### config.mk
export PLATFORM = sky130hd
export DESIGN_NAME = mem_ctrl
export DESIGN_NICKNAME = d
export VERILOG_FILES = /design/src/hw/lsu_pkg.sv /design/src/hw/mem_ctrl.sv
export SDC_FILE = /design/constraint.sdc
export NUM_CORES = 1
export LEC_CHECK = 0
export ABC_AREA = 1
export BUFFER_PORTS_ARGS = -buffer_cell sky130_fd_sc_hd__buf_2
export CAP_MARGIN = 25
export CORE_MARGIN = 2
export CORE_UTILIZATION = 30
export DETAILED_ROUTE_END_ITERATION = 8
export GPL_ROUTABILITY_DRIVEN = 0
export PLACE_DENSITY = 0.64
export SYNTH_ARGS = -nofsm -noshare
export SYNTH_HDL_FRONTEND = slang
export SYNTH_SLANG_ARGS = --single-unit
export TNS_END_PERCENT = 50
### constraint.sdc
create_clock -name vclk -period 2.62
set_input_delay 0.131 -clock vclk [all_inputs]
set_output_delay 0.131 -clock vclk [all_outputs]
set_load 0.02 [all_outputs]
### src/hw/lsu_pkg.sv
`default_nettype none

package lsu_pkg;

    // ############################
    // sizing
    // ############################
    localparam int DATA_W    = 32;
    localparam int BE_W      = DATA_W / 8;   // byte lanes per word
    localparam int RAM_AW    = 10;
    localparam int RAM_DEPTH = 1 << RAM_AW;

    // access opcodes from decode, NONE means no memory access
    typedef enum logic [3:0] {
        NONE = 4'h0,
        LB   = 4'h1,
        LBU  = 4'h2,
        LH   = 4'h3,
        LHU  = 4'h4,
        LW   = 4'h5,
        LWL  = 4'h6,
        LWR  = 4'h7,
        SB   = 4'h8,
        SH   = 4'h9,
        SW   = 4'ha,
        SWL  = 4'hb,
        SWR  = 4'hc
    } ls_sel_e;

    // ############################
    // request / response types
    // ############################
    typedef struct packed {
        logic              en;
        ls_sel_e           sel;
        logic [31:0]       addr;      // byte address
        logic [DATA_W-1:0] rt_data;   // store data or old rt for lwl/lwr
        logic              refetch;
    } ls_req_t;

    typedef struct packed {
        logic adel;
        logic ades;
    } ls_exc_t;

    typedef struct packed {
        logic              en;
        logic [BE_W-1:0]   wen;
        logic [RAM_AW-1:0] addr;      // word index
        logic [DATA_W-1:0] wdata;
    } ram_req_t;

    typedef struct packed {
        logic              valid;
        logic [DATA_W-1:0] data;
    } load_rsp_t;

endpackage

`default_nettype wire

### src/hw/mem_ctrl.sv
`timescale 1ns/100ps
`default_nettype none

module mem_ctrl (
    input  lsu_pkg::ls_req_t  req,
    input  logic              ex_has_exception,
    input  logic              mem_has_exception,
    output lsu_pkg::ls_exc_t  exc,
    output lsu_pkg::ram_req_t ram_req,
    output logic              load_go
);
    import lsu_pkg::*;

    logic [1:0]        off;
    logic              is_load;
    logic              access;
    logic [BE_W-1:0]   st_wen;
    logic [DATA_W-1:0] st_wdata;

    assign off = req.addr[1:0];

    // ############################
    // opcode class
    // ############################
    always_comb begin
        is_load = 1'b0;
        case (req.sel)
            LB, LBU, LH, LHU, LW, LWL, LWR: is_load = 1'b1;
            default: ;
        endcase
    end

    // ############################
    // address errors
    // ############################
    always_comb begin
        exc.adel = 1'b0;
        exc.ades = 1'b0;
        if (req.en) begin
            case (req.sel)
                LH, LHU: exc.adel = off[0];
                LW:      exc.adel = |off;
                SH:      exc.ades = off[0];
                SW:      exc.ades = |off;
                default: ;  // byte and unaligned ops never fault
            endcase
        end
    end

    // blocked by older exceptions, a flush from mem, or our own fault
    assign access = req.en & ~ex_has_exception & ~mem_has_exception & ~req.refetch
                  & ~exc.adel & ~exc.ades & (req.sel != NONE);

    // ############################
    // store lane placement
    // ############################
    always_comb begin
        st_wen   = '0;
        st_wdata = '0;
        case (req.sel)
            SB: begin
                st_wen   = 4'b0001 << off;
                st_wdata = {4{req.rt_data[7:0]}};   // replicated on all lanes
            end
            SH: begin
                st_wen   = 4'b0011 << off;   // off is 0 or 2 here
                st_wdata = {2{req.rt_data[15:0]}};
            end
            SW: begin
                st_wen   = 4'b1111;
                st_wdata = req.rt_data;
            end
            SWL: begin
                // lanes 0..k take the top bytes of rt
                st_wen   = 4'b1111 >> (2'd3 - off);
                st_wdata = req.rt_data >> {2'd3 - off, 3'b000};
            end
            SWR: begin
                st_wen   = 4'b1111 << off;   // lanes k..3
                st_wdata = req.rt_data << {off, 3'b000};
            end
            default: ;
        endcase
    end

    assign ram_req.en    = access;
    assign ram_req.wen   = {BE_W{access}} & st_wen;   // st_wen is zero for loads
    assign ram_req.addr  = req.addr[RAM_AW+1:2];   // drop byte offset
    assign ram_req.wdata = st_wdata;

    assign load_go = access & is_load;

endmodule

`default_nettype wire

==> run metrics <==
status finished clean; Post-CTS Setup Bufs 0; total I/O pin count 122; drt total wl 6180 um; global-route wire length before repair 9660 um; peak supply drop approximately 0.075 mV; CP Launch Type input port; Pwr per Cell Area around 150 mW/mm^2; hold buffer count at CTS 0; Max-slew headroom 0.573; slowest CP cell buf_2; DRC 0; average cell area after synthesis 4.88 sq um; I/O Buffers 82; width of the die between 80 and 90 um; total track usage 0.180; FFs & Latches 0; Cell Area, Synth 0.00175 sq mm; Max Slew Vio Count 0; CORE AREA 0.00557 sq mm; Crit path arrival time 1710 ps; antenna violations before repair 0; required time worst endpoint 2490 ps; LEAKAGE 1.17 nW; fin crit period 1840 ps; crit-path cells buf_2 > buf_4 > o21ai_0 > o21ai_0 > nand2_1 > nand3_1 > buf_2; WHS Endpoint ram_req[38]; register area share after synthesis 0; CP bufs+invs 3; Starting Density 0.314; Hold WC Path Type input port to output port; site row count 27; final hold viol count 0; Synthesized Nets around 430; CTS-repair resized insts 0; crit share post-route 0.704; Setup Crit Path Kind input port to output port; Die ar. 0.00646 sq mm; non-filler instance count after layout 484; CP max FO 38; number of synthesis warnings 0; TritonRoute pass-1 iters 7; Slew @ Worst Pin 640 ps; n_diodes 0; routed len/inst 12.8 um; Syn Inst Count 359; # fillers 661; dpl cells around 480; unrepaired setup endpoints after global routing false; area grow syn2layout 18.7%; maxcap violations 0; drt via density between 5 and 6; Max Freq ~0.54 GHz; share of cells above drive strength 1 0.248; crit-path max cell delay 400 ps; register area 0 sq um; Distinct cells, synth 24; number of global-route vias before repair 2146; clock buf count 0; Final #Nets 486; Final Setup Violations 0; post-route ant nets 0; via count 2549; HP Start req[41]; pin count of the biggest net entering global routing 39; Detail Placement HPWL between 4000 and 5000 um; DRT iter0 DRCs approximately 230; Setup TNS Final 0 ps; Hold Path Stages 0; die span in y 80.4 um; total congestion overflow 0; Final Worst Setup Slack 776 ps; CP top delay family buffers and inverters; Setup WS pre-CTS 796 ps; nature of the critical path endpoint output port
## cell usage after synthesis
| master | n | area share |
|---|---|---|
| nand4_1 | 5 | 0.018 |
| clkinv_1 | 1 | 0.0021 |
| a21boi_0 | 1 | 0.0043 |
| buf_2 | 12 | 0.034 |
| nand3_1 | 25 | 0.071 |
| nand3b_1 | 7 | 0.030 |
| inv_2 | 4 | 0.0086 |
| nor2_4 | 5 | 0.032 |
| clkbuf_1 | 5 | 0.011 |
| inv_1 | 32 | 0.069 |
| o22ai_1 | 5 | 0.018 |
| o211ai_1 | 12 | 0.051 |
| nand2_4 | 2 | 0.013 |
| nand2_1 | 112 | 0.24 |
| a21oi_1 | 29 | 0.083 |
| nand3_2 | 1 | 0.0057 |
| o21ai_0 | 51 | 0.15 |
| nor2_1 | 24 | 0.051 |
| buf_6 | 1 | 0.0064 |
| nand2_2 | 4 | 0.014 |
| o21ai_1 | 3 | 0.0086 |
| a21oi_4 | 1 | 0.0093 |
| buf_4 | 14 | 0.060 |
| a22oi_1 | 3 | 0.013 |
## per-stage QoR
step	power [mW]	util	hold slack [ps]	area (sq um)
6_report	0.316	0.373	262	2080
5_1_grt	0.352	0.373	262	2080
4_1_cts	0.315	0.373	262	2080
3_5_place_dp	0.314	0.373	262	2080
3_3_place_gp	0.310	0.373	262	2080
2_1_floorplan	0.229	-	375	1750
## how the worst max path moves through the flow
stage,from,cells after the start,slack [ps],end
after CTS,req[33],7,790,ram_req[29]
after floorplan,req[65],7,1390,ram_req[3]
after global routing,req[33],7,580,ram_req[6]
after global placement,req[33],7,830,ram_req[6]
after detailed placement,req[33],7,800,ram_req[29]
final,req[33],7,780,ram_req[6]
## logic make-up (layout without fill, tap and decap cells)
logic type	Yosys count	in the layout	share of synthesized area
simple gates	185	185	0.476
buf+inv	69	122	0.191
compound gates	105	105	0.333
## placed cells by master (no fill, tap or decap), drive strengths merged
| master | instances |
|---|---|
| nor2 | 29 |
| nand2 | 118 |
| a21oi | 30 |
| o211ai | 12 |
| o22ai | 5 |
| nand4 | 5 |
| a21boi | 1 |
| inv | 36 |
| buf | 85 |
| a22oi | 3 |
| clkinv | 1 |
| nand3b | 7 |
| o21ai | 54 |
| nand3 | 26 |
## report_power, final
group	switching, mW	internal, mW
combinational	0.214	0.102
clock	0	0
sequential	0	0
## area by class of cell
type,count,area [sq um],area share
Inverter,37,139,0.0668
Multi-Input combinational cell,290,1420,0.682
Tap cell,72,90.1,0.0433
Timing Repair Buffer,85,433,0.208
## layer usage
layer	global-route usage	vias up	wire length (um)
met5	0	-	0
li1	-	1291	-
met2	0.319	145	2820
met4	0.0237	0	39
met3	0.0124	6	623
met1	0.243	1107	2700
No activity file was read; power rests on OpenSTA's default activity.
