File: src/hw/lsu_pkg.sv
`default_nettype none

package lsu_pkg;

    // ############################
    // sizing
    // ############################
    localparam int DATA_W    = 32;
    localparam int BE_W      = DATA_W / 8;   // byte lanes per word
    localparam int RAM_AW    = 10;
    localparam int RAM_DEPTH = 1 << RAM_AW;

    // access opcodes from decode, NONE means no memory access
    typedef enum logic [3:0] {
        NONE = 4'h0,
        LB   = 4'h1,
        LBU  = 4'h2,
        LH   = 4'h3,
        LHU  = 4'h4,
        LW   = 4'h5,
        LWL  = 4'h6,
        LWR  = 4'h7,
        SB   = 4'h8,
        SH   = 4'h9,
        SW   = 4'ha,
        SWL  = 4'hb,
        SWR  = 4'hc
    } ls_sel_e;

    // ############################
    // request / response types
    // ############################
    typedef struct packed {
        logic              en;
        ls_sel_e           sel;
        logic [31:0]       addr;      // byte address
        logic [DATA_W-1:0] rt_data;   // store data or old rt for lwl/lwr
        logic              refetch;
    } ls_req_t;

    typedef struct packed {
        logic adel;
        logic ades;
    } ls_exc_t;

    typedef struct packed {
        logic              en;
        logic [BE_W-1:0]   wen;
        logic [RAM_AW-1:0] addr;      // word index
        logic [DATA_W-1:0] wdata;
    } ram_req_t;

    typedef struct packed {
        logic              valid;
        logic [DATA_W-1:0] data;
    } load_rsp_t;

endpackage

`default_nettype wire

File: src/hw/load_align.sv
`timescale 1ns/100ps
`default_nettype none

module load_align (
    input  logic                       clk,
    input  logic                       arst_n,
    input  lsu_pkg::ls_req_t           req,
    input  logic                       load_go,
    input  logic [lsu_pkg::DATA_W-1:0] rdata,
    output lsu_pkg::load_rsp_t         rsp
);
    import lsu_pkg::*;

    ls_sel_e           sel_q;
    logic [1:0]        off_q;
    logic [DATA_W-1:0] rt_q;
    logic              valid_q;
    logic [7:0]        byte_v;
    logic [15:0]       half_v;

    // ############################
    // mem stage register
    // ############################
    always_ff @(posedge clk or negedge arst_n) begin
        if (!arst_n) begin
            valid_q <= 1'b0;
        end else begin
            valid_q <= load_go;
        end
    end

    always_ff @(posedge clk) begin
        if (load_go) begin
            sel_q <= req.sel;
            off_q <= req.addr[1:0];
            rt_q  <= req.rt_data;   // old rt, needed by lwl/lwr
        end
    end

    // ############################
    // extract and merge
    // ############################
    assign byte_v = rdata[{off_q, 3'b000} +: 8];
    assign half_v = rdata[{off_q[1], 4'b0000} +: 16];

    always_comb begin
        rsp.valid = valid_q;
        rsp.data  = '0;
        case (sel_q)
            LB:  rsp.data = {{24{byte_v[7]}}, byte_v};
            LBU: rsp.data = {24'h0, byte_v};
            LH:  rsp.data = {{16{half_v[15]}}, half_v};
            LHU: rsp.data = {16'h0, half_v};
            LW:  rsp.data = rdata;
            LWL: begin
                case (off_q)   // mem bytes 0..k go to the top
                    2'd0: rsp.data = {rdata[7:0],  rt_q[23:0]};
                    2'd1: rsp.data = {rdata[15:0], rt_q[15:0]};
                    2'd2: rsp.data = {rdata[23:0], rt_q[7:0]};
                    default: rsp.data = rdata;
                endcase
            end
            LWR: begin
                case (off_q)   // mem bytes k..3 go to the bottom
                    2'd0: rsp.data = rdata;
                    2'd1: rsp.data = {rt_q[31:24], rdata[31:8]};
                    2'd2: rsp.data = {rt_q[31:16], rdata[31:16]};
                    default: rsp.data = {rt_q[31:8], rdata[31:24]};
                endcase
            end
            default: ;
        endcase
    end

endmodule

`default_nettype wire

File: config.mk
export PLATFORM = sky130hd
export DESIGN_NAME = load_align
export DESIGN_NICKNAME = d
export VERILOG_FILES = /design/src/hw/lsu_pkg.sv /design/src/hw/load_align.sv
export SDC_FILE = /design/constraint.sdc
export NUM_CORES = 1
export LEC_CHECK = 0
export BUFFER_PORTS_ARGS = -buffer_cell sky130_fd_sc_hd__buf_2
export CORE_MARGIN = 5
export CORE_UTILIZATION = 40
export CTS_CLUSTER_DIAMETER = 30
export DETAILED_ROUTE_END_ITERATION = 8
export PLACE_DENSITY = 0.71
export SETUP_SLACK_MARGIN = 0.3
export SYNTH_ARGS = -nofsm -noshare
export SYNTH_HDL_FRONTEND = slang
export SYNTH_SLANG_ARGS = --single-unit
export TNS_END_PERCENT = 1
File: constraint.sdc
create_clock -name clk -period 1.95 [get_ports clk]
set_input_delay 0.195 -clock clk [delete_from_list [all_inputs] [get_ports clk]]
set_output_delay 0.195 -clock clk [all_outputs]
set_load 0.01 [all_outputs]
==> impl_metrics.ini, run 1 <==
[clock_network]
cts.sinks = 39
cts.clk_slew.worst_paths_ps = 80
cts_root_buffer = clkbuf_8
clockBufferDepth = 2
htreeDepth = 2
cts_tree = done
cts_buffers = 5

[critical_path]
crit_path_end_kind = primary output
critPathKind = reg -> out
required_ps = 1750
crit_fanout = 8
crit_arrival_ps = 2110
start_kind = register

[sta]
fin_crit_ps = 2300
layout_setup_ws_ps = -351
timing_hold_violations_final = 0
finalCritPeriodShare = 1.18
rsz0062_at_grt = true
slew_headroom = 0.667
slew_viol_final = 0
fin_setup_tns_ps = -9250
setup_viol = 32
worstMarginPinSlew_ps = 500
fmax_mhz = 435
holdWs_ps = 73.1

[logic_synthesis]
ys_ff_latch = 39
synth_xor_area_frac = 0.00279
ys_seq_area_frac = 0.372
synth_fa_ha_area_frac = 0
yosys.area_share.simple = 0.121
synth_nets = 404
muxShareOfSynthArea = 0.201
ys_types = 50
synth_warnings = 0
avgSynthCellArea_sq_um = 10.5
synth_top_area_frac = 0.364
syn_inst = 299
synth_edf_count = 38
synthArstFlopShare = 0.0256
synthFlopType = edfxtp_1
synth_area_leaders = edfxtp_1 (36%), mux4_2 (9.3%), mux2i_1 (8.9%), a21oi_1 (4.2%), o21ai_0 (3.0%)
synth_top_family_by_area = compound AO/OA/AOI/OAI gates
netlist_area_sq_um = 3140
synth_top_area_cell = edfxtp_1
synth_compound_area_frac = 0.242

[global_route]
grt_usage = 0.219
grt_max_degree = 40
antenna_found_initial = 0
overflow = 0
grt_pass1_vias = 3322
grt_pass1_wl_um = 17000

[routing]
wl_per_cell_um = 19.9
viasPerCell = 6.01
ant_nets = 0
drt_first_pass_iters = 7
drt-initial-drc-count = 283
drc = 0
totalWireLength_um = 10900
vias = 3279

[pwr]
peakVddDrop_uv = 457
finalPower_mw = 2.59
p_leak_nw = 2.01
p_per_area_nw_per_um2 = 568

[die]
core_area_sq_um = 7690
io_pins = 138
dieHeight_um = 98.5
num_rows = 32
die_w_um = 98.5
start_util = 0.408
die_area_sq_um = 9710

[worst_hold_path]
holdCritStartpoint = req[18]
hp-class = in -> reg
hold-path-endpoint = rt_q[17]$_DFFE_PP_
hold-path-cell-count = 1

[status]
status = finished with violations
violations = negative setup slack

[placement]
portBuffers = 105
place_ws_ps = -59.2
place_congestion = 0.874
post-dp-hpwl_um = 7790

[finish]
area_growth_pct = 45.4
nets = 548
n_antenna_cell = 0
drive_gt1_frac = 0.518

[flow_run]
maxCapViolations = 0
==> Yosys cell counts (4+ instances only) <==
master,number
a222oi_1,8
nand2b_1,9
nand2_1,25
clkbuf_1,9
mux2i_1,28
mux4_2,13
a221o_1,4
o2111ai_1,6
nor3b_1,5
buf_4,6
edfxtp_1,38
buf_2,8
a21oi_1,26
inv_1,10
a32o_1,4
nand3_1,5
a22oi_1,4
o21ai_0,19
o2bb2ai_1,4
a211o_1,4
a22o_1,4
o221ai_1,5
nor2_1,15
mux2_2,5
==> per-stage QoR <==
step                      cell area [sq um]  cells  utilization
final                                  4560    546        0.593
after global routing                   4560    546        0.593
after CTS                              4490    545        0.584
after detailed placement               4140    528        0.539
after global placement                 4140    528        0.539
after floorplan                        3220    299            -
==> final cells by class <==
type / instances / area, sq um
clock inverters: 1 / 5.00
flip-flops and latches: 39 / 1170
fillers: 657 / 3130
repair buffers: 163 / 1140
multi-input cells: 223 / 2000
clock buffers: 7 / 76.3
well taps: 102 / 128
inverters: 11 / 41.3
==> routing by layer <==
layer	global-route usage	up-vias	wire length, um
met1	0.283	1577	4360
met2	0.358	195	5220
met5	0	-	0
met4	0.0725	0	239
met3	0.0594	22	1030
li1	-	1485	-
==> worst max path at each step <==
stage	cells past startpoint	slack [ps]	to	from
global route	8	-440	rsp[24]	off_q[0]$_DFFE_PP_
global placement	6	-30	rsp[5]	off_q[1]$_DFFE_PP_
detailed placement	6	-60	rsp[5]	off_q[0]$_DFFE_PP_
floorplan	6	240	rsp[4]	sel_q[2]$_DFFE_PP_
finish	6	-350	rsp[29]	sel_q[0]$_DFFE_PP_
CTS	8	-360	rsp[29]	off_q[0]$_DFFE_PP_
==> critical path: stages (launching register included) <==
cell and delay [ps]:
edfxtp_1 510, buf_4 200, and4b_1 190, o21a_1 280, a222oi_1 390, nand2_2 110
buf_6 130
==> registers in the layout, indices dropped and copies added, names as in the netlist <==
| signal | count |
|---|---|
| rt_q | 32 |
| sel_q | 4 |
| off_q | 2 |
| valid_q | 1 |
==> layout by cell type, fill, tap and decap left out, types with 5 or more instances in the layout <==
| cell | instances |
|---|---|
| buf_2 | 99 |
| buf_4 | 39 |
| edfxtp_1 | 38 |
| mux2i_1 | 25 |
| nand2_1 | 21 |
| o21ai_0 | 19 |
| a21oi_1 | 18 |
| buf_6 | 17 |
| nor2_1 | 14 |
| mux4_2 | 13 |
| inv_1 | 10 |
| nand2b_1 | 8 |
| a222oi_1 | 8 |
| a21oi_2 | 6 |
| o2111ai_2 | 6 |
| buf_12 | 6 |
| a21oi_4 | 5 |
| o221ai_2 | 5 |
| clkbuf_8 | 5 |
==> report_power, final <==
group,switching [mW],total [mW],internal (mW)
clock network,0.281,0.533,0.251
registers,0.0433,1.04,0.994
logic,0.508,1.02,0.508
total,0.833,2.59,1.75
==> cells by family after synthesis <==
logic type	count (synthesis)
AOI/OAI and AO/OA	104
xor gates and xnor gates	1
buffers and inverters	37
DFF	39
muxes	46
and+or+nand+nor	72
==> what timing repair did <==
| action | in CTS | in global routing |
|---|---|---|
| pin swaps | 15 | 4 |
| gates resized for setup | 40 | 11 |
| cloned | 1 | 0 |
| setup endpoints to repair | 32 | 32 |
| endpoints found under the hold margin | 1 | 0 |
| hold buffers | 1 | 0 |
| buffers inserted | 7 | 1 |
(Power assumes the default switching activity.)
==> run 2: changes to the inputs <==
--- a/config.mk
+++ b/config.mk
@@ -10,7 +10,7 @@
 export CORE_UTILIZATION = 40
 export CTS_CLUSTER_DIAMETER = 30
 export DETAILED_ROUTE_END_ITERATION = 8
-export PLACE_DENSITY = 0.71
+export PLACE_DENSITY = 0.72
 export SETUP_SLACK_MARGIN = 0.3
 export SYNTH_ARGS = -nofsm -noshare
 export SYNTH_HDL_FRONTEND = slang
==> constraint.sdc (replaced) <==
create_clock -name clk -period 2.95 [get_ports clk]
set_input_delay 0.295 -clock clk [delete_from_list [all_inputs] [get_ports clk]]
set_output_delay 0.295 -clock clk [all_outputs]
set_load 0.01 [all_outputs]
==> run 2 against run 1 <==
- the run now ends clean
- final cell count decreased by 7.3%
- core utilization decreased by 8.4 points
- worst setup slack improved by 730 ps
- die area unchanged
- first-iteration DRC count increased by 4.9%
- combinational power decreased by 48%
- flip-flop and latch count unchanged
- clock power decreased by 31%
- sequential share of layout area increased by 4.2 points
- total power decreased by 39%
- non-clock buffer count decreased by 40
- sequential power decreased by 34%
- critical path type unchanged
- critical endpoint is now rsp[11]
==> impl_metrics.ini, run 2 (synthesis results as in run 1) <==
[die]
start_util = 0.408
io_pins = 138
dieHeight_um = 98.5
die_w_um = 98.5
core_area_sq_um = 7690
die_area_sq_um = 9710
num_rows = 32

[sta]
setup_viol = 0
slew_headroom = 0.417
slew_viol_final = 0
rsz0062_at_grt = true
finalCritPeriodShare = 0.873
fmax_mhz = 388
fin_crit_ps = 2580
worstMarginPinSlew_ps = 875
layout_setup_ws_ps = 374
holdWs_ps = 170
timing_hold_violations_final = 0
fin_setup_tns_ps = 0

[routing]
drt_first_pass_iters = 5
ant_nets = 0
viasPerCell = 5.99
drt-initial-drc-count = 297
totalWireLength_um = 9920
wl_per_cell_um = 19.6
drc = 0
vias = 3032

[finish]
nets = 508
final_cells = 506
drive_gt1_frac = 0.386
largest_reg_flops = 32
n_antenna_cell = 0
n_fill_cell = 733
final_cell_mix = buf_2 (105), edfxtp_1 (38), mux2i_1 (28)
final_common_cell = buf_2
top_register = rt_q
area_growth_pct = 24.7
reg_top3 = rt_q (32), sel_q (4), off_q (2)

[clock_network]
cts_tree = done
cts_buffers = 5
clockBufferDepth = 2
htreeDepth = 2
cts_root_buffer = clkbuf_8
cts.clk_slew.worst_paths_ps = 80
cts.sinks = 39

[placement]
portBuffers = 105
place_ws_ps = 577
dp_cells = 489
post-dp-hpwl_um = 7050
place_congestion = 0.850

[global_route]
grt_pass1_wl_um = 15700
grt_pass1_vias = 3130
overflow = 0
grt_usage = 0.198
antenna_found_initial = 0
grt_max_degree = 74

[critical_path]
crit_path_end_kind = primary output
crit_arrival_ps = 2280
start_kind = register
crit_end = rsp[11]
crit_chain = or3b_1 > a21oi_4 > buf_4 > nand2_1 > o221ai_1 > buf_2
required_ps = 2650
critPathKind = reg -> out
cpPeakStageDelay_ps = 600
crit_fanout = 12
crit_start = sel_q[0]$_DFFE_PP_
critPathSlowestCell = or3b_1

[pwr]
p_leak_nw = 1.70
peakVddDrop_uv = 220
p_per_area_nw_per_um2 = 405

[flow_run]
maxCapViolations = 0

[worst_hold_path]
hp-class = in -> reg
holdCritStartpoint = req[24]

[status]
status = finished clean
run 2: layout make-up:
type	count	area (sq um)	share of cell area
clock buffers	5	68.8	0.0176
clock inverters	3	20.0	0.00512
inverters	11	41.3	0.0106
multi-input cells	223	1790	0.459
flip-flops and latches	39	1170	0.298
well taps	102	128	0.0326
repair buffers	123	692	0.177
run 2: worst min path at each step:
stage / end / cells after the start
finish: rt_q[23]$_DFFE_PP_ / 1
floorplan: valid_q$_DFF_PN0_ / 0
global route: rt_q[23]$_DFFE_PP_ / 1
detailed placement: valid_q$_DFF_PN0_ / 1
CTS: rt_q[31]$_DFFE_PP_ / 1
global placement: valid_q$_DFF_PN0_ / 1
run 2: metrics by stage:
stage / total power, mW / instance area, sq um / util
after floorplan: 1.01 / 3140 / -
after global placement: 1.19 / 3730 / 0.485
after detailed placement: 1.20 / 3730 / 0.485
after CTS: 1.57 / 3840 / 0.499
after global routing: 1.66 / 3910 / 0.509
final: 1.58 / 3910 / 0.509
run 2: power by group:
part	switching (mW)	internal, mW	total [mW]
clock network	0.203	0.165	0.368
logic	0.289	0.241	0.530
registers	0.0274	0.657	0.685
run 2: per-layer routing:
metal	GRT usage	share of wire	vias to the layer above
met5	0	0	-
met3	0.0538	0.086	18
met4	0.0756	0.020	0
met1	0.258	0.42	1430
met2	0.315	0.47	179
li1	-	-	1405
run 2: worst max-delay path, delay by kind of cell, from the launching register on:
| kind | cells | cell delay, ps |
|---|---|---|
| compound gates | 2 | 480 |
| buf+inv | 2 | 320 |
| flops | 1 | 550 |
| simple gates | 2 | 640 |
run 2: repair_timing:
action | 4_1_cts | 5_1_grt
endpoints found under the hold margin | 1 | 0
pin swaps | 1 | 1
hold buffers | 1 | 0
buffers inserted | 0 | 8
cloned | 0 | 0
endpoints found under the setup margin | 11 | 22
gates resized for setup | 1 | 3
==> run 3: changes to the inputs <==
--- a/config.mk
+++ b/config.mk
@@ -6,6 +6,7 @@
 export NUM_CORES = 1
 export LEC_CHECK = 0
 export BUFFER_PORTS_ARGS = -buffer_cell sky130_fd_sc_hd__buf_2
+export CAP_MARGIN = 5
 export CORE_MARGIN = 5
 export CORE_UTILIZATION = 40
 export CTS_CLUSTER_DIAMETER = 30
==> constraint.sdc (replaced) <==
create_clock -name clk -period 2.5 [get_ports clk]
set_input_delay 0.25 -clock clk [delete_from_list [all_inputs] [get_ports clk]]
set_output_delay 0.25 -clock clk [all_outputs]
set_load 0.01 [all_outputs]
==> run 3 against run 2 <==
- via count rose by 6.2%
- core utilization increased by 3.2 points
- first-iteration DRC count rose by 4.7%
- final cell count is 4.0% higher
- die area unchanged
- non-clock buffer count is 20 higher
- sequential share of layout area decreased by 1.7 points
- flip-flop and latch count stayed put
- clock power rose by 21%
- critical path depth up 2
- worst setup slack got worse by 280 ps
- critical path type unchanged
- critical endpoint is now rsp[4]
- largest cell class unchanged
- highest routed layer unchanged
==> impl_metrics.ini, run 3 (synthesis results as in run 1) <==
[finish]
top_register = rt_q
drive_gt1_frac = 0.446
area_growth_pct = 32.4
n_antenna_cell = 0
largest_reg_flops = 32
final_cell_mix = buf_2 (106), edfxtp_1 (38), nand2_1 (25), buf_4 (25)
final_common_cell = buf_2
final_cells = 526
reg_top3 = rt_q (32), sel_q (4), off_q (2)
postLayoutCoreUtil = 0.540
nets = 528

[clock_network]
htreeDepth = 2
cts.sinks = 39
cts_buffers = 5
cts.clk_slew.worst_paths_ps = 90
cts_root_buffer = clkbuf_8
cts_tree = done
clockBufferDepth = 2

[sta]
finalCritPeriodShare = 0.962
layout_setup_ws_ps = 95.1
setup_viol = 0
holdWs_ps = 107
fin_setup_tns_ps = 0
worstMarginPinSlew_ps = 879
timing_hold_violations_final = 0
fin_crit_ps = 2400
slew_headroom = 0.414
rsz0062_at_grt = true
fmax_mhz = 416
slew_viol_final = 0

[die]
core_area_sq_um = 7690
io_pins = 138
die_w_um = 98.5
num_rows = 32
dieHeight_um = 98.5
start_util = 0.408
die_area_sq_um = 9710

[critical_path]
critPathKind = reg -> out
crit_path_end_kind = primary output
cpMostUsedCell = buf_6
path_delay_family = buffers and inverters
critPathSlowestCell = edfxtp_1
required_ps = 2250
crit_chain = buf_6 > nand3b_2 > buf_6 > a21oi_4 > buf_4 > a32o_1 > a211o_1 > buf_2
worst-path-buf-inv = 4
cpPeakStageDelay_ps = 500
start_kind = register
crit_fanout = 7
crit_start = sel_q[0]$_DFFE_PP_
crit_arrival_ps = 2150

[global_route]
antenna_found_initial = 0
grt_pass1_vias = 3246
grt_pass1_wl_um = 16300
grt_max_degree = 40
overflow = 0
grt_usage = 0.210

[pwr]
p_leak_nw = 1.81
p_per_area_nw_per_um2 = 469
peakVddDrop_uv = 287

[status]
status = finished clean

[routing]
viasPerCell = 6.12
totalWireLength_um = 10700
vias = 3221
drt-initial-drc-count = 311
ant_nets = 0
wl_per_cell_um = 20.3
drt_first_pass_iters = 6
drc = 0

[placement]
portBuffers = 105
post-dp-hpwl_um = 7370
place_ws_ps = 340
place_congestion = 0.872
dp_cells = 502

[worst_hold_path]
holdCritStartpoint = req[14]
hp-class = in -> reg

[flow_run]
maxCapViolations = 0
[run 3: cell types whose count changed in the layout (fill, tap and decap cells not counted), sizes merged]
cell and delta:
buf +19, clkbuf +1
[run 3: report_power, final]
| part | internal, mW | switching, mW |
|---|---|---|
| Clock | 0.194 | 0.253 |
| Combinational | 0.321 | 0.371 |
| Sequential | 0.776 | 0.0321 |
[run 3: final cells by class]
cell class / instances / area, sq um
multi-input combinational: 223 / 1870
tap: 102 / 128
timing repair buffer: 143 / 858
sequential: 39 / 1170
fill: 698 / 3530
clock inverter: 3 / 20.0
inverter: 11 / 42.5
clock buffer: 5 / 68.8
[run 3: layer usage]
metal / track usage / share of wire / routed length (um) / vias up
met5: 0 / 0 / 0 / -
met4: 0.0935 / 0.024 / 257 / 0
met3: 0.0488 / 0.097 / 1040 / 34
met2: 0.348 / 0.49 / 5210 / 222
met1: 0.262 / 0.39 / 4180 / 1523
li1: - / - / - / 1442
[run 3: path summary, 6_finish.rpt]
check | slack, ps | endpoint | cells past startpoint
max in group asynchronous | 2190 | valid_q$_DFF_PN0_ | 2
setup / recovery | 100 | rsp[4] | 8
min in group asynchronous | 230 | valid_q$_DFF_PN0_ | 2
hold / removal | 110 | rt_q[13]$_DFFE_PP_ | 1
[run 3: metrics by stage]
step | power, mW | cell area, sq um
6_report | 1.95 | 4150
5_1_grt | 2.04 | 4150
4_1_cts | 1.92 | 4040
3_5_place_dp | 1.43 | 3800
3_3_place_gp | 1.42 | 3800
2_1_floorplan | 1.19 | 3140
[run 3: repair_timing]
item | CTS | global route
resized for setup | 18 | 16
pin swaps | 3 | 3
setup endpoints to repair | 32 | 32
gates cloned | 1 | 0
buffers inserted | 9 | 5
hold buffers | 1 | 0
endpoints found under the hold margin | 1 | 0
